## src/countdown_matrix_settings.svh

```systemverilog
`ifndef COUNTDOWN_MATRIX_SETTINGS_SVH
`define COUNTDOWN_MATRIX_SETTINGS_SVH

// clock cycles each digit stays on the panel.
// a board build sets this to the clock rate for one second per digit.
`define COUNT_CYCLES 64

// clock cycles each matrix row stays selected.
`define SCAN_CYCLES 2

// first digit shown after start.
`define START_DIGIT 3'd5

`endif

```

## src/countdown_matrix_pkg.sv

```systemverilog
package countdown_matrix_pkg;

    // controller states.
    // DONE lasts a single cycle and then falls back to IDLE.
    typedef enum logic [1:0]
    {
        IDLE  = 2'd0,
        COUNT = 2'd1,
        DONE  = 2'd2
    } ctrl_state_e;

    // digit currently on display.
    // a digit of 0 means the panel is blank.
    typedef struct packed
    {
        logic [2:0] digit;
        logic       active;
    } display_t;

    // row scan position.
    // step is high for one cycle right after index has moved on.
    typedef struct packed
    {
        logic [2:0] index;
        logic       step;
    } scan_t;

endpackage

```

## src/countdown_ctrl.sv

```systemverilog
`timescale 1ns/1ns
`include "countdown_matrix_settings.svh"

module countdown_ctrl (
    input  logic                           clk,
    input  logic                           rst,
    input  logic                           start,
    output countdown_matrix_pkg::display_t disp,
    output logic                           busy,
    output logic                           done
);

    localparam int CNT_W = ($clog2(`COUNT_CYCLES) > 0) ? $clog2(`COUNT_CYCLES) : 1;
    localparam logic [CNT_W-1:0] CNT_LAST = CNT_W'(`COUNT_CYCLES - 1);

    countdown_matrix_pkg::ctrl_state_e state;
    logic [CNT_W-1:0]                  period_cnt;
    logic [2:0]                        digit;
    logic                              period_end;

    assign period_end = (period_cnt == CNT_LAST);

    // start wins in every state, so a running count restarts with a fresh period.
    always_ff @(posedge clk or posedge rst)
    begin
        if (rst)
        begin
            state      <= countdown_matrix_pkg::IDLE;
            period_cnt <= '0;
            digit      <= 3'd0;
        end
        else if (start)
        begin
            state      <= countdown_matrix_pkg::COUNT;
            period_cnt <= '0;
            digit      <= `START_DIGIT;
        end
        else
        begin
            case (state)
                countdown_matrix_pkg::COUNT:
                begin
                    if (period_end)
                    begin
                        period_cnt <= '0;
                        // the last period ends in a blank panel.
                        if (digit == 3'd1)
                        begin
                            digit <= 3'd0;
                            state <= countdown_matrix_pkg::DONE;
                        end
                        else
                        begin
                            digit <= digit - 3'd1;
                        end
                    end
                    else
                    begin
                        period_cnt <= period_cnt + 1'b1;
                    end
                end
                countdown_matrix_pkg::DONE:
                begin
                    state <= countdown_matrix_pkg::IDLE;
                end
                default:
                begin
                    state <= countdown_matrix_pkg::IDLE;
                end
            endcase
        end
    end

    assign busy = (state == countdown_matrix_pkg::COUNT);
    assign done = (state == countdown_matrix_pkg::DONE);

    always_comb
    begin
        disp.digit  = digit;
        disp.active = busy;
    end

endmodule

```

## src/countdown_matrix_top.sv

```systemverilog
`timescale 1ns/1ns

module countdown_matrix_top (
    input  logic       clk,
    input  logic       rst,
    input  logic       start,
    output logic       busy,
    output logic       done,
    output logic [7:0] row,
    output logic [7:0] colr,
    output logic [7:0] colg
);

    countdown_matrix_pkg::display_t disp;
    countdown_matrix_pkg::scan_t    scan;

    countdown_ctrl u_ctrl (
        .clk   (clk),
        .rst   (rst),
        .start (start),
        .disp  (disp),
        .busy  (busy),
        .done  (done)
    );

    // the scanner runs freely and ignores the countdown.
    row_scanner u_scanner (
        .clk  (clk),
        .rst  (rst),
        .scan (scan)
    );

    matrix_glyph u_glyph (
        .clk  (clk),
        .rst  (rst),
        .disp (disp),
        .scan (scan),
        .row  (row),
        .colr (colr),
        .colg (colg)
    );

endmodule

```

## src/matrix_glyph.sv

```systemverilog
`timescale 1ns/1ns

module matrix_glyph (
    input  logic                           clk,
    input  logic                           rst,
    input  countdown_matrix_pkg::display_t disp,
    input  countdown_matrix_pkg::scan_t    scan,
    output logic [7:0]                     row,
    output logic [7:0]                     colr,
    output logic [7:0]                     colg
);

    logic [7:0] pattern;
    logic       yellow;

    // column bits for one row of one digit.
    // row 0 is the top margin and stays dark for every digit.
    function automatic logic [7:0] glyph_bits(input logic [2:0] digit, input logic [2:0] idx);
        logic [7:0] bits;
        bits = 8'h00;
        case (digit)
            3'd5:
            begin
                case (idx)
                    3'd1: bits = 8'h7E;
                    3'd2: bits = 8'h60;
                    3'd3: bits = 8'h7C;
                    3'd4: bits = 8'h06;
                    3'd5: bits = 8'h06;
                    3'd6: bits = 8'h66;
                    3'd7: bits = 8'h3C;
                    default: bits = 8'h00;
                endcase
            end
            3'd4:
            begin
                case (idx)
                    3'd1: bits = 8'h0C;
                    3'd2: bits = 8'h1C;
                    3'd3: bits = 8'h2C;
                    3'd4: bits = 8'h4C;
                    3'd5: bits = 8'h7E;
                    3'd6: bits = 8'h0C;
                    3'd7: bits = 8'h0C;
                    default: bits = 8'h00;
                endcase
            end
            3'd3:
            begin
                case (idx)
                    3'd1: bits = 8'h3C;
                    3'd2: bits = 8'h66;
                    3'd3: bits = 8'h06;
                    3'd4: bits = 8'h1C;
                    3'd5: bits = 8'h06;
                    3'd6: bits = 8'h66;
                    3'd7: bits = 8'h3C;
                    default: bits = 8'h00;
                endcase
            end
            3'd2:
            begin
                case (idx)
                    3'd1: bits = 8'h3C;
                    3'd2: bits = 8'h66;
                    3'd3: bits = 8'h06;
                    3'd4: bits = 8'h0C;
                    3'd5: bits = 8'h30;
                    3'd6: bits = 8'h60;
                    3'd7: bits = 8'h7E;
                    default: bits = 8'h00;
                endcase
            end
            3'd1:
            begin
                // the lower rows of 1 follow the shape of 2.
                case (idx)
                    3'd1: bits = 8'h18;
                    3'd2: bits = 8'h18;
                    3'd3: bits = 8'h38;
                    3'd4: bits = 8'h0C;
                    3'd5: bits = 8'h30;
                    3'd6: bits = 8'h60;
                    3'd7: bits = 8'h7E;
                    default: bits = 8'h00;
                endcase
            end
            default:
            begin
                bits = 8'h00;
            end
        endcase
        return bits;
    endfunction

    // the panel stays dark whenever no countdown is running.
    always_comb
    begin
        if (disp.active)
        begin
            pattern = glyph_bits(disp.digit, scan.index);
        end
        else
        begin
            pattern = 8'h00;
        end
        yellow = (disp.digit == 3'd3) || (disp.digit == 3'd2) || (disp.digit == 3'd1);
    end

    // yellow is red and green lit together.
    always_ff @(posedge clk or posedge rst)
    begin
        if (rst)
        begin
            colr <= 8'h00;
            colg <= 8'h00;
        end
        else
        begin
            colr <= pattern;
            colg <= yellow ? pattern : 8'h00;
        end
    end

    // row select only moves when the scanner steps, so no row is driven twice.
    always_ff @(posedge clk or posedge rst)
    begin
        if (rst)
        begin
            row <= 8'h00;
        end
        else if (scan.step)
        begin
            row <= 8'h01 << scan.index;
        end
    end

endmodule

```

## src/row_scanner.sv

```systemverilog
`timescale 1ns/1ns
`include "countdown_matrix_settings.svh"

module row_scanner (
    input  logic                        clk,
    input  logic                        rst,
    output countdown_matrix_pkg::scan_t scan
);

    localparam int PRE_W = ($clog2(`SCAN_CYCLES) > 0) ? $clog2(`SCAN_CYCLES) : 1;
    localparam logic [PRE_W-1:0] PRE_LAST = PRE_W'(`SCAN_CYCLES - 1);

    logic [PRE_W-1:0] pre_cnt;
    logic [2:0]       row_idx;
    logic             row_step;

    // the row index wraps from 7 back to 0 on its own.
    always_ff @(posedge clk or posedge rst)
    begin
        if (rst)
        begin
            pre_cnt  <= '0;
            row_idx  <= 3'd0;
            row_step <= 1'b0;
        end
        else if (pre_cnt == PRE_LAST)
        begin
            pre_cnt  <= '0;
            row_idx  <= row_idx + 3'd1;
            row_step <= 1'b1;
        end
        else
        begin
            pre_cnt  <= pre_cnt + 1'b1;
            row_step <= 1'b0;
        end
    end

    always_comb
    begin
        scan.index = row_idx;
        scan.step  = row_step;
    end

endmodule

```

## config.mk

```make
export PLATFORM = sky130hd
export DESIGN_NAME = countdown_matrix_top
export DESIGN_NICKNAME = d
export VERILOG_FILES = /design/src/countdown_matrix_pkg.sv /design/src/countdown_ctrl.sv /design/src/countdown_matrix_top.sv /design/src/matrix_glyph.sv /design/src/row_scanner.sv
export VERILOG_INCLUDE_DIRS = /design/src
export SDC_FILE = /design/constraint.sdc
export NUM_CORES = 1
export LEC_CHECK = 0
export BUFFER_PORTS_ARGS = -buffer_cell sky130_fd_sc_hd__buf_4
export CELL_PAD_IN_SITES_DETAIL_PLACEMENT = 0
export CELL_PAD_IN_SITES_GLOBAL_PLACEMENT = 1
export CORE_MARGIN = 3
export CORE_UTILIZATION = 47
export CTS_CLUSTER_SIZE = 20
export DETAILED_ROUTE_END_ITERATION = 10
export GPL_TIMING_DRIVEN = 0
export HOLD_SLACK_MARGIN = 0.1
export PLACE_DENSITY = 0.91
export SLEW_MARGIN = 10
export SYNTH_ARGS = -nofsm -noshare
export SYNTH_HDL_FRONTEND = slang
export SYNTH_HIERARCHICAL = 1
export SYNTH_SLANG_ARGS = --single-unit
```

## constraint.sdc

```tcl
create_clock -name clk -period 2.2 [get_ports clk]
set_clock_uncertainty 0.15 [all_clocks]
set_input_delay 0.11 -clock clk [delete_from_list [all_inputs] [get_ports clk]]
set_output_delay 0.11 -clock clk [all_outputs]
set_load 0.03 [all_outputs]
```

; Word-level counts from Yosys, hierarchy flattened
; Cells that the tools add are included.
[word_totals]
ram_bits = 0
regBits = 40
rom_bits = 0
output_inout_bits = 26
memories = 0
inputBits = 3
wordCells = 64
latchBits = 0
[op_classes]
reduce_logical = 12
shifts = 1
bitwise_logic = 0
n_eq_ne = 17
mux = 21
div = 0
addsub = 4
mul = 0
magnitude_cmp = 0
[op_table]
columns = operator, n
row1 = case mux 7 bit (6 select lines), 2
row2 = case mux 7 bit (7 select lines), 1
row3 = case mux 8 bit (5 select lines), 1
row4 = case mux 7 bit (5 select lines), 1
row5 = case mux 7 bit (4 select lines), 1
row6 = == test 3 bit (second input constant), 6
row7 = 2-to-1 mux 6 bit, 3
row8 = 2-to-1 mux 8 bit, 2
row9 = == test 3 x 2 -> 1 bit (second input constant), 4
row10 = 2-to-1 mux 3 bit, 4
row11 = OR reduction 2 bit, 5
row12 = 2-to-1 mux 2 bit, 4
row13 = left shift 1 x 3 -> 8 bit (first input constant), 1
row14 = adder 6 x 1 -> 6 bit (second input constant), 1
row15 = == test 3 x 1 -> 1 bit (second input constant), 2
row16 = == test 6 bit (second input constant), 1
row17 = inequality test 3 x 2 -> 1 bit (second input constant), 2
row18 = AND reduction 2 bit, 2
row19 = nonzero test 2 bit, 2
row20 = adder 3 x 1 -> 3 bit (second input constant), 1
row21 = OR reduction 3 bit, 1
row22 = subtractor 3 x 1 -> 3 bit (second input constant), 1
row23 = == test 2 x 1 -> 1 bit (second input constant), 1
row24 = == test 2 bit (second input constant), 1
row25 = 3 further kinds, 5

; Longest topological paths before layout
; Gate-level depths: netlist of the first run.
[logic_depth]
word_depth = 6
depth_mapped = 6
ltp_nobuf = 4

; Modules after synthesis
; The synthesis of the first run kept the hierarchy.
[by_module_without_submodules]
columns = module, cells_per_inst, area_each_um2, seq_area_each_um2, instances
row1 = matrix_glyph, 132, 1197.4, 500.5, 1
row2 = countdown_ctrl, 63, 634.4, 275.3, 1
row3 = row_scanner, 13, 188.9, 125.1, 1

; Worst setup path after synthesis of the first run
; Ideal clock, no wire load.
[synth_path]
path_kind = register to register
startpoint = reg u_ctrl.period_cnt[0]
endpoint = reg u_ctrl.period_cnt[0]
synth_period_minus_slack_ps = 1505
stages_incl_launch_ff = 5
required_ps = 1972
arrival_time_ps = 1277
setup_time_ps = 78
slack_ps = 695
path_cell_list = dfrtp_1 ha_1 and4_4 a211o_2 a21oi_1
[synth_via]
elab_chain_len = 4
[synth_rtl]
columns = element, line
row1 = start: declaration, countdown_ctrl.sv:17  ; logic [CNT_W-1:0] period_cnt;
row2 = start signal: assignment, countdown_ctrl.sv:59  ; period_cnt <= period_cnt + 1'b1;
row3 = adder 6 x 1 -> 6 bit / == test 6 bit (equally long branches), "countdown_ctrl.sv:59, countdown_ctrl.sv:21"
row4 = 2-to-1 mux 6 bit (*), countdown_ctrl.sv:43  ; if (period_end)
row5 = 2-to-1 mux 6 bit (*), countdown_ctrl.sv:40  ; case (state)
row6 = 2-to-1 mux 6 bit (*), countdown_ctrl.sv:32  ; else if (start)
; Every way passes the cells marked *; elsewhere a longest branch is shown, timed or not. The select of a mux whose other input is x is not followed.
; A chain may end at the register's enable or synchronous reset.

; Final worst setup path of the first run
[layout_path]
startpoint = reg u_ctrl.digit[0]
endpoint = reg u_glyph.colr[4]
[layout_via]
elab_chain_len = 3
[layout_rtl]
columns = element, line
row1 = start: declaration, countdown_ctrl.sv:18  ; logic [2:0] digit;
row2 = start signal: assignment, countdown_ctrl.sv:36  ; digit <= `START_DIGIT;
row3 = start signal: assignment, countdown_ctrl.sv:54  ; digit <= digit - 3'd1;
row4 = == test 3 x 1 -> 1 bit (tied with other cells), matrix_glyph.sv:21  ; case (digit)
row5 = case mux 8 bit (5 select lines) (*), matrix_glyph.sv:21
row6 = 2-to-1 mux 8 bit (*), matrix_glyph.sv:99  ; if (disp.active)
row7 = net u_glyph.pattern[4], matrix_glyph.sv:13  ; logic [7:0] pattern;
row8 = end signal: assignment, matrix_glyph.sv:120  ; colr <= pattern;
row9 = end: declaration, matrix_glyph.sv:9  ; output logic [7:0] colr,
; Mark *: on every way through the listed nets, which the timed path passes. The rest lies on a longest branch.

==> metrics, run 1 <==
core area=between 4000 and 5000 um^2; MaxCap Viol Count=0; CTS tree=done; Setup TNS=0 ns; leading cell type in the layout, fill and taps excluded=dfrtp_1; synthesized area=2020 um^2; Total Power=1.20 mW; number of diodes=0; Die ar.=just over 5000 um^2; most frequent cells in the layout=36 x dfrtp_1, 30 x buf_4, 18 x inv_1; Sw Ratio=0.216; critical path's top delay family=compound AO/OA/AOI/OAI gates; Tightest Hold Check Type=input port to async pin; Yosys top cell by area=dfrtp_1; Reg power frac=0.558; largest cells by area after synthesis=dfrtp_1 45%, inv_1 3.3%, buf_6 3.3%, a21oi_1 2.7%, buf_4 2.6%; clock power share=0.393; wire per inst=between 10 and 15 um; DP HPWL=around 3.0 mm; Port Buffers=23; Peak VDD IR=0.397 mV; top_reg_cell synth=dfrtp_1; vias in the first global route=1526; DP Cell Count=approximately 280; outcome=finished, final reports clean; switching power=between 200 and 300 uW; Int Pwr=around 940 uW; ys async rst share=1.00; # DRC=0; CP max stage cell=dfrtp_1; layout cells sized above 1=0.266; register area share after synthesis=0.446; post-CTS setup buffers=0; die height=~72 um; metal2 WL=between 2 and 2.5 mm; endpoints failing hold=0; row cnt=23; clock-pin slew on the worst setup and hold paths=0.07 ns; post-synthesis register bit count=36; uppermost layer routed=met4; share of the synthesized area in the top cell type=0.446; P_leak=approximately 1.1 nW; crit-path max cell delay=approximately 0.42 ns; final design utilization=0.582; total congestion overflow=0; final setup fails=0; post-place setup slack=approximately 0.52 ns; total CTS buffers=5; WL final=about 4.1 mm; Post-DRT Antenna Nets=0; clk root buf=clkbuf_8; CP endpoint kind=flop; Starting Density=0.494; Final Critical Period=roughly 1.7 ns; power density cells=between 500 and 600 nW/um^2; warnings from Yosys=6; H-tree depth=2; Ports=29; Non-Filler Instances=a little under 300; largest net degree at the start of global routing=21; Worst EP required=between 2 and 2.5 ns; WP buf/inv=1; RSZ-0062 raised after global routing=false; initial DRC count=between 100 and 150; gpl congestion=around 0.89; crit-path max FO=9; fin crit share=0.785; total track usage=0.176; area delta synth->final=17.6%; kind of critical path=flop to flop; EDFF count, synth=0; crit path DAT=1.77 ns; met3 WL=185 um; Mapped Cells=208; library cells used by synthesis=57; first-pass GRT wire length=~7.1 mm; Vias/cell=roughly 5.6; worst slew pin tran=0.719 ns; initial antenna violation count=0; clk sinks=36; First-pass DRT Iterations=4; Clock Tree Buf Depth=2; met1 WL=1.82 mm; Post-CTS Resized=0; Final nets=250; Combinational Power Share=0.049; fmax=579 MHz; Max Transition Viols Final=0; worst path cell trace=buf_6 > or3b_1 > a211oi_1 > a31oi_1 > a21oi_1; syn_area_per_cell=9.71 um^2; total number of vias=1657; final worst slack=~0.47 ns; die width=slightly above 70 um; later-pin clock latency in the skew report=0.28 ns; Relative slew margins=0.520; Startpoint Class=flop
==> registers in the layout, indices dropped and copies added, names as in the netlist <==
name                cells
u_glyph/row             8
u_ctrl/period_cnt       6
u_glyph/colg            6
u_glyph/colr            6
u_ctrl/digit            3
u_scanner/row_idx       3
u_ctrl/state            2
u_scanner/pre_cnt       1
u_scanner/row_step      1
==> synth_stat cells, types with 3 or more instances <==
cell      number
a21oi_1       11
a31oi_1        8
and3_1         3
and3b_1        3
buf_2          4
buf_4          7
buf_6          6
dfrtp_1       36
ha_1           4
inv_1         18
inv_2          4
nand2_1        9
nand2b_1       5
nand4b_1       3
nor2_1        11
nor2b_1        3
nor3_1         5
o211ai_1       3
o21ai_0        6
o21ai_1        4
o22ai_1        8
xor2_1         3
==> cell families after synthesis <==
family | synth area share
adders and majority gates | 0.0248
muxes | 0.0180
buffers and inverters | 0.114
and+or+nand+nor | 0.172
xor gates and xnor gates | 0.0217
DFF | 0.446
AOI/OAI and AO/OA | 0.202
other | 0.00186
==> stage by stage <==
stage / hold slack (ns) / instance area, um^2
5_1_grt: 0.186 / 2380
4_1_cts: 0.144 / 2380
3_5_place_dp: -0.112 / 2270
3_3_place_gp: -0.115 / 2270
6_report: 0.158 / 2380
2_1_floorplan: -0.261 / 2030
==> final cells by class <==
type | instances | area, um^2
buffer | 19 | 148
tap | 50 | 62.6
multi-input combinational | 134 | 901
inverter | 22 | 82.6
sequential | 36 | 901
fill | 364 | 1710
clock buffer | 8 | 90.1
timing repair buffer | 25 | 193
==> routing by layer <==
| metal | vias up | track usage |
|---|---|---|
| met5 | - | 0 |
| li1 | 806 | - |
| met2 | 39 | 0.303 |
| met4 | 0 | 0.0501 |
| met1 | 808 | 0.226 |
| met3 | 4 | 0.0337 |
==> worst min-delay path: stages <==
cell and delay (ns):
dlygate4sd3_1 0.54, buf_4 0.14, inv_1 0.15
==> power groups by stage <==
stage	registers, mW	clock network, mW	logic [mW]
after floorplan	0.683	0	0.0478
final	0.671	0.472	0.0593
after detailed placement	0.684	0	0.0579
after CTS	0.671	0.488	0.0606
after global routing	0.672	0.514	0.0691
after global placement	0.684	0	0.0571
==> path summary, 6_finish.rpt <==
kind / end / slack, ns / startpoint / cells after the start
setup / recovery: u_glyph/colr[4] / 0.47 / u_ctrl/digit[0] / 5
hold / removal: u_scanner/pre_cnt / 0.16 / rst / 3
setup reg to reg: u_glyph/colr[4] / 0.47 / u_ctrl/digit[0] / 5
hold reg to reg: u_scanner/row_step / 0.35 / u_scanner/pre_cnt / 0
max in group asynchronous: u_glyph/colr[5] / 1.06 / rst / 3
min in group clk: u_scanner/row_step / 0.35 / u_scanner/pre_cnt / 0
==> timing repair <==
action,CTS,global route
hold endpoints to repair,39,0
hold buffers,2,0
endpoints found under the setup margin,0,0
No activity file was read; power rests on OpenSTA's default activity.
==> run 2, diff against run 1 <==
--- a/config.mk
+++ b/config.mk
@@ -10,12 +10,12 @@
 export CELL_PAD_IN_SITES_DETAIL_PLACEMENT = 0
 export CELL_PAD_IN_SITES_GLOBAL_PLACEMENT = 1
 export CORE_MARGIN = 3
-export CORE_UTILIZATION = 47
+export CORE_UTILIZATION = 44
 export CTS_CLUSTER_SIZE = 20
 export DETAILED_ROUTE_END_ITERATION = 10
 export GPL_TIMING_DRIVEN = 0
 export HOLD_SLACK_MARGIN = 0.1
-export PLACE_DENSITY = 0.91
+export PLACE_DENSITY = 0.86
 export SLEW_MARGIN = 10
 export SYNTH_ARGS = -nofsm -noshare
 export SYNTH_HDL_FRONTEND = slang
==> constraint.sdc (replaced) <==
create_clock -name clk -period 1.7 [get_ports clk]
set_clock_uncertainty 0.15 [all_clocks]
set_input_delay 0.085 -clock clk [delete_from_list [all_inputs] [get_ports clk]]
set_output_delay 0.085 -clock clk [all_outputs]
set_load 0.03 [all_outputs]
==> run 2 against run 1 <==
Effect of this change: register-to-register slack got worse by 0.40 ns; die area grew 6.2%; clock power grew 37%; cell count is 1.4% higher; via count up 1.4%; largest power group unchanged; wire length increased by 3.9%; critical path depth up 1.
==> metrics, run 2 (synthesis gave the netlist of run 1 again) <==
Final Critical Period=1.62 ns (-0.104 ns); final design utilization=0.551 (-0.0307); fin crit share=0.955 (+0.170); most frequent cells in the layout=32 x buf_4, 32 x dfrtp_1, 18 x inv_1; layout cells sized above 1=0.301 (+0.0344); worst slew pin tran=0.744 ns (+0.0249 ns); Port Buffers=23 (unchanged); Worst EP required=1.77 ns (-0.48 ns); area delta synth->final=19.6%; Relative slew margins=0.503 (-0.0166); core area=4380 um^2 (+7.3%); Critical Path Most Common Cell=buf_6; endpoints failing hold=0 (unchanged); First-pass DRT Iterations=4 (unchanged); RSZ-0062 raised after global routing=true; Ports=29 (unchanged); power density cells=660 nW/um^2 (+30%); cell area after placement=2270 um^2 (+0.11%); clk sinks=36 (unchanged); Largest register FFs=8 (unchanged); vias in the first global route=1601 (+4.9%); Vias/cell=5.64 (about the same); total number of vias=1681 (+1.4%); total CTS buffers=5 (unchanged); Die ar.=5440 um^2 (+6.2%); crit path DAT=1.69 ns (-0.08 ns); total track usage=0.179 (+0.00268); DP HPWL=2.99 mm (+0.13%); CTS tree=done; final setup fails=0 (unchanged); wire per inst=14.4 um (+2.5%); Peak VDD IR=0.437 mV (+10%); CP endpoint kind=flop; P_leak=1.12 nW (+0.16%); initial antenna violation count=0 (unchanged); Starting Density=0.461 (-0.0336); # DRC=0 (unchanged); Clock Tree Buf Depth=2 (unchanged); first-pass GRT wire length=7.45 mm (+4.3%); MaxCap Viol Count=0 (unchanged); crit-path max cell delay=0.41 ns (about the same); crit-path max FO=10 (+1); row cnt=24 (+4.3%); Final nets=252 (+0.80%); die height=73.8 um (+3.1%); die width=73.8 um (+3.1%); number of diodes=0 (unchanged); total congestion overflow=0 (unchanged); clock-pin slew on the worst setup and hold paths=0.08 ns (about the same); outcome=finished, final reports clean; Tightest Hold Check Type=input port to async pin; design area=2420 um^2 (+1.6%); WL final=4.30 mm (+3.9%); clk root buf=clkbuf_8; post-place setup slack=0.0725 ns (-0.451 ns); final worst slack=0.0769 ns (-0.396 ns); Max Transition Viols Final=0 (unchanged); fmax=616 MHz (+6.4%); Post-DRT Antenna Nets=0 (unchanged); H-tree depth=2 (unchanged); later-pin clock latency in the skew report=0.29 ns (about the same); gpl congestion=0.868 (-2.0%); Largest Register=u_glyph/row; largest net degree at the start of global routing=21 (unchanged); Startpoint Class=flop; worst path cell trace=buf_6 > buf_6 > o211ai_1 > a21oi_1 > a2111o_1 > nor2_1; CP max stage cell=dfrtp_1; initial DRC count=109 (-12%); kind of critical path=flop to flop
==> run 2: cell count changes in the layout (fill, tap and decap cells not counted), sizes merged <==
cell      change
clkbuf        +1
clkinvlp      +1
==> run 2: per-layer routing <==
metal  routed length [um]  up-vias  track usage
met4                   59        0       0.0765
met5                    0        -            0
li1                     -      805            -
met1                 1940      809        0.227
met2                 2030       61        0.288
met3                  280        6       0.0424
==> run 2: final timing paths <==
kind | startpoint | to | slack, ns | depth (start not counted)
worst max-delay path | u_ctrl/digit[0] | u_glyph/colg[3] | 0.08 | 6
worst min-delay path | rst | u_scanner/pre_cnt | 0.10 | 3
worst max register to register | u_ctrl/digit[0] | u_glyph/colg[3] | 0.08 | 6
worst min register to register | u_scanner/pre_cnt | u_scanner/row_step | 0.35 | 0
max in group asynchronous | rst | u_glyph/colg[2] | 0.58 | 3
min in group clk | u_scanner/pre_cnt | u_scanner/row_step | 0.35 | 0
==> run 2: layout make-up <==
type / count / area (um^2)
multi-input combinational: 134 / 908
buffer: 19 / 153
sequential: 36 / 906
timing repair buffer: 27 / 208
clock buffer: 7 / 86.3
tap: 52 / 65.1
clock inverter: 1 / 7.51
fill: 394 / 1970
inverter: 22 / 82.6
==> run 2: metrics by stage <==
step / hold slack [ns] / setup TNS, ns / std cells / total power, mW
floorplan: -0.286 / 0 / 211 / 0.945
global placement: -0.142 / 0 / 286 / 0.958
detailed placement: -0.132 / 0 / 286 / 0.961
CTS: 0.102 / 0 / 296 / 1.61
global route: 0.133 / -0.0458 / 298 / 1.65
finish: 0.103 / 0 / 298 / 1.59
==> run 2: worst max-delay path, delay by kind of cell (launching register included) <==
family | cells | cell delay, ns
buffers and inverters | 2 | 0.29
DFF | 1 | 0.41
and+or+nand+nor | 1 | 0.12
AOI/OAI and AO/OA | 3 | 0.58
==> run 2: repair_timing <==
action,CTS,global route
hold buffers,2,0
gates resized for setup,0,8
endpoints found under the setup margin,0,15
setup buffers,0,2
hold endpoints to repair,40,0
==> run 2: power by group <==
| group | switching [mW] | leakage, nW | internal, mW | total [mW] |
|---|---|---|---|---|
| Sequential | 0.00697 | 0.471 | 0.862 | 0.869 |
| Combinational | 0.0499 | 0.605 | 0.0283 | 0.0782 |
| Clock | 0.317 | 0.0445 | 0.330 | 0.647 |
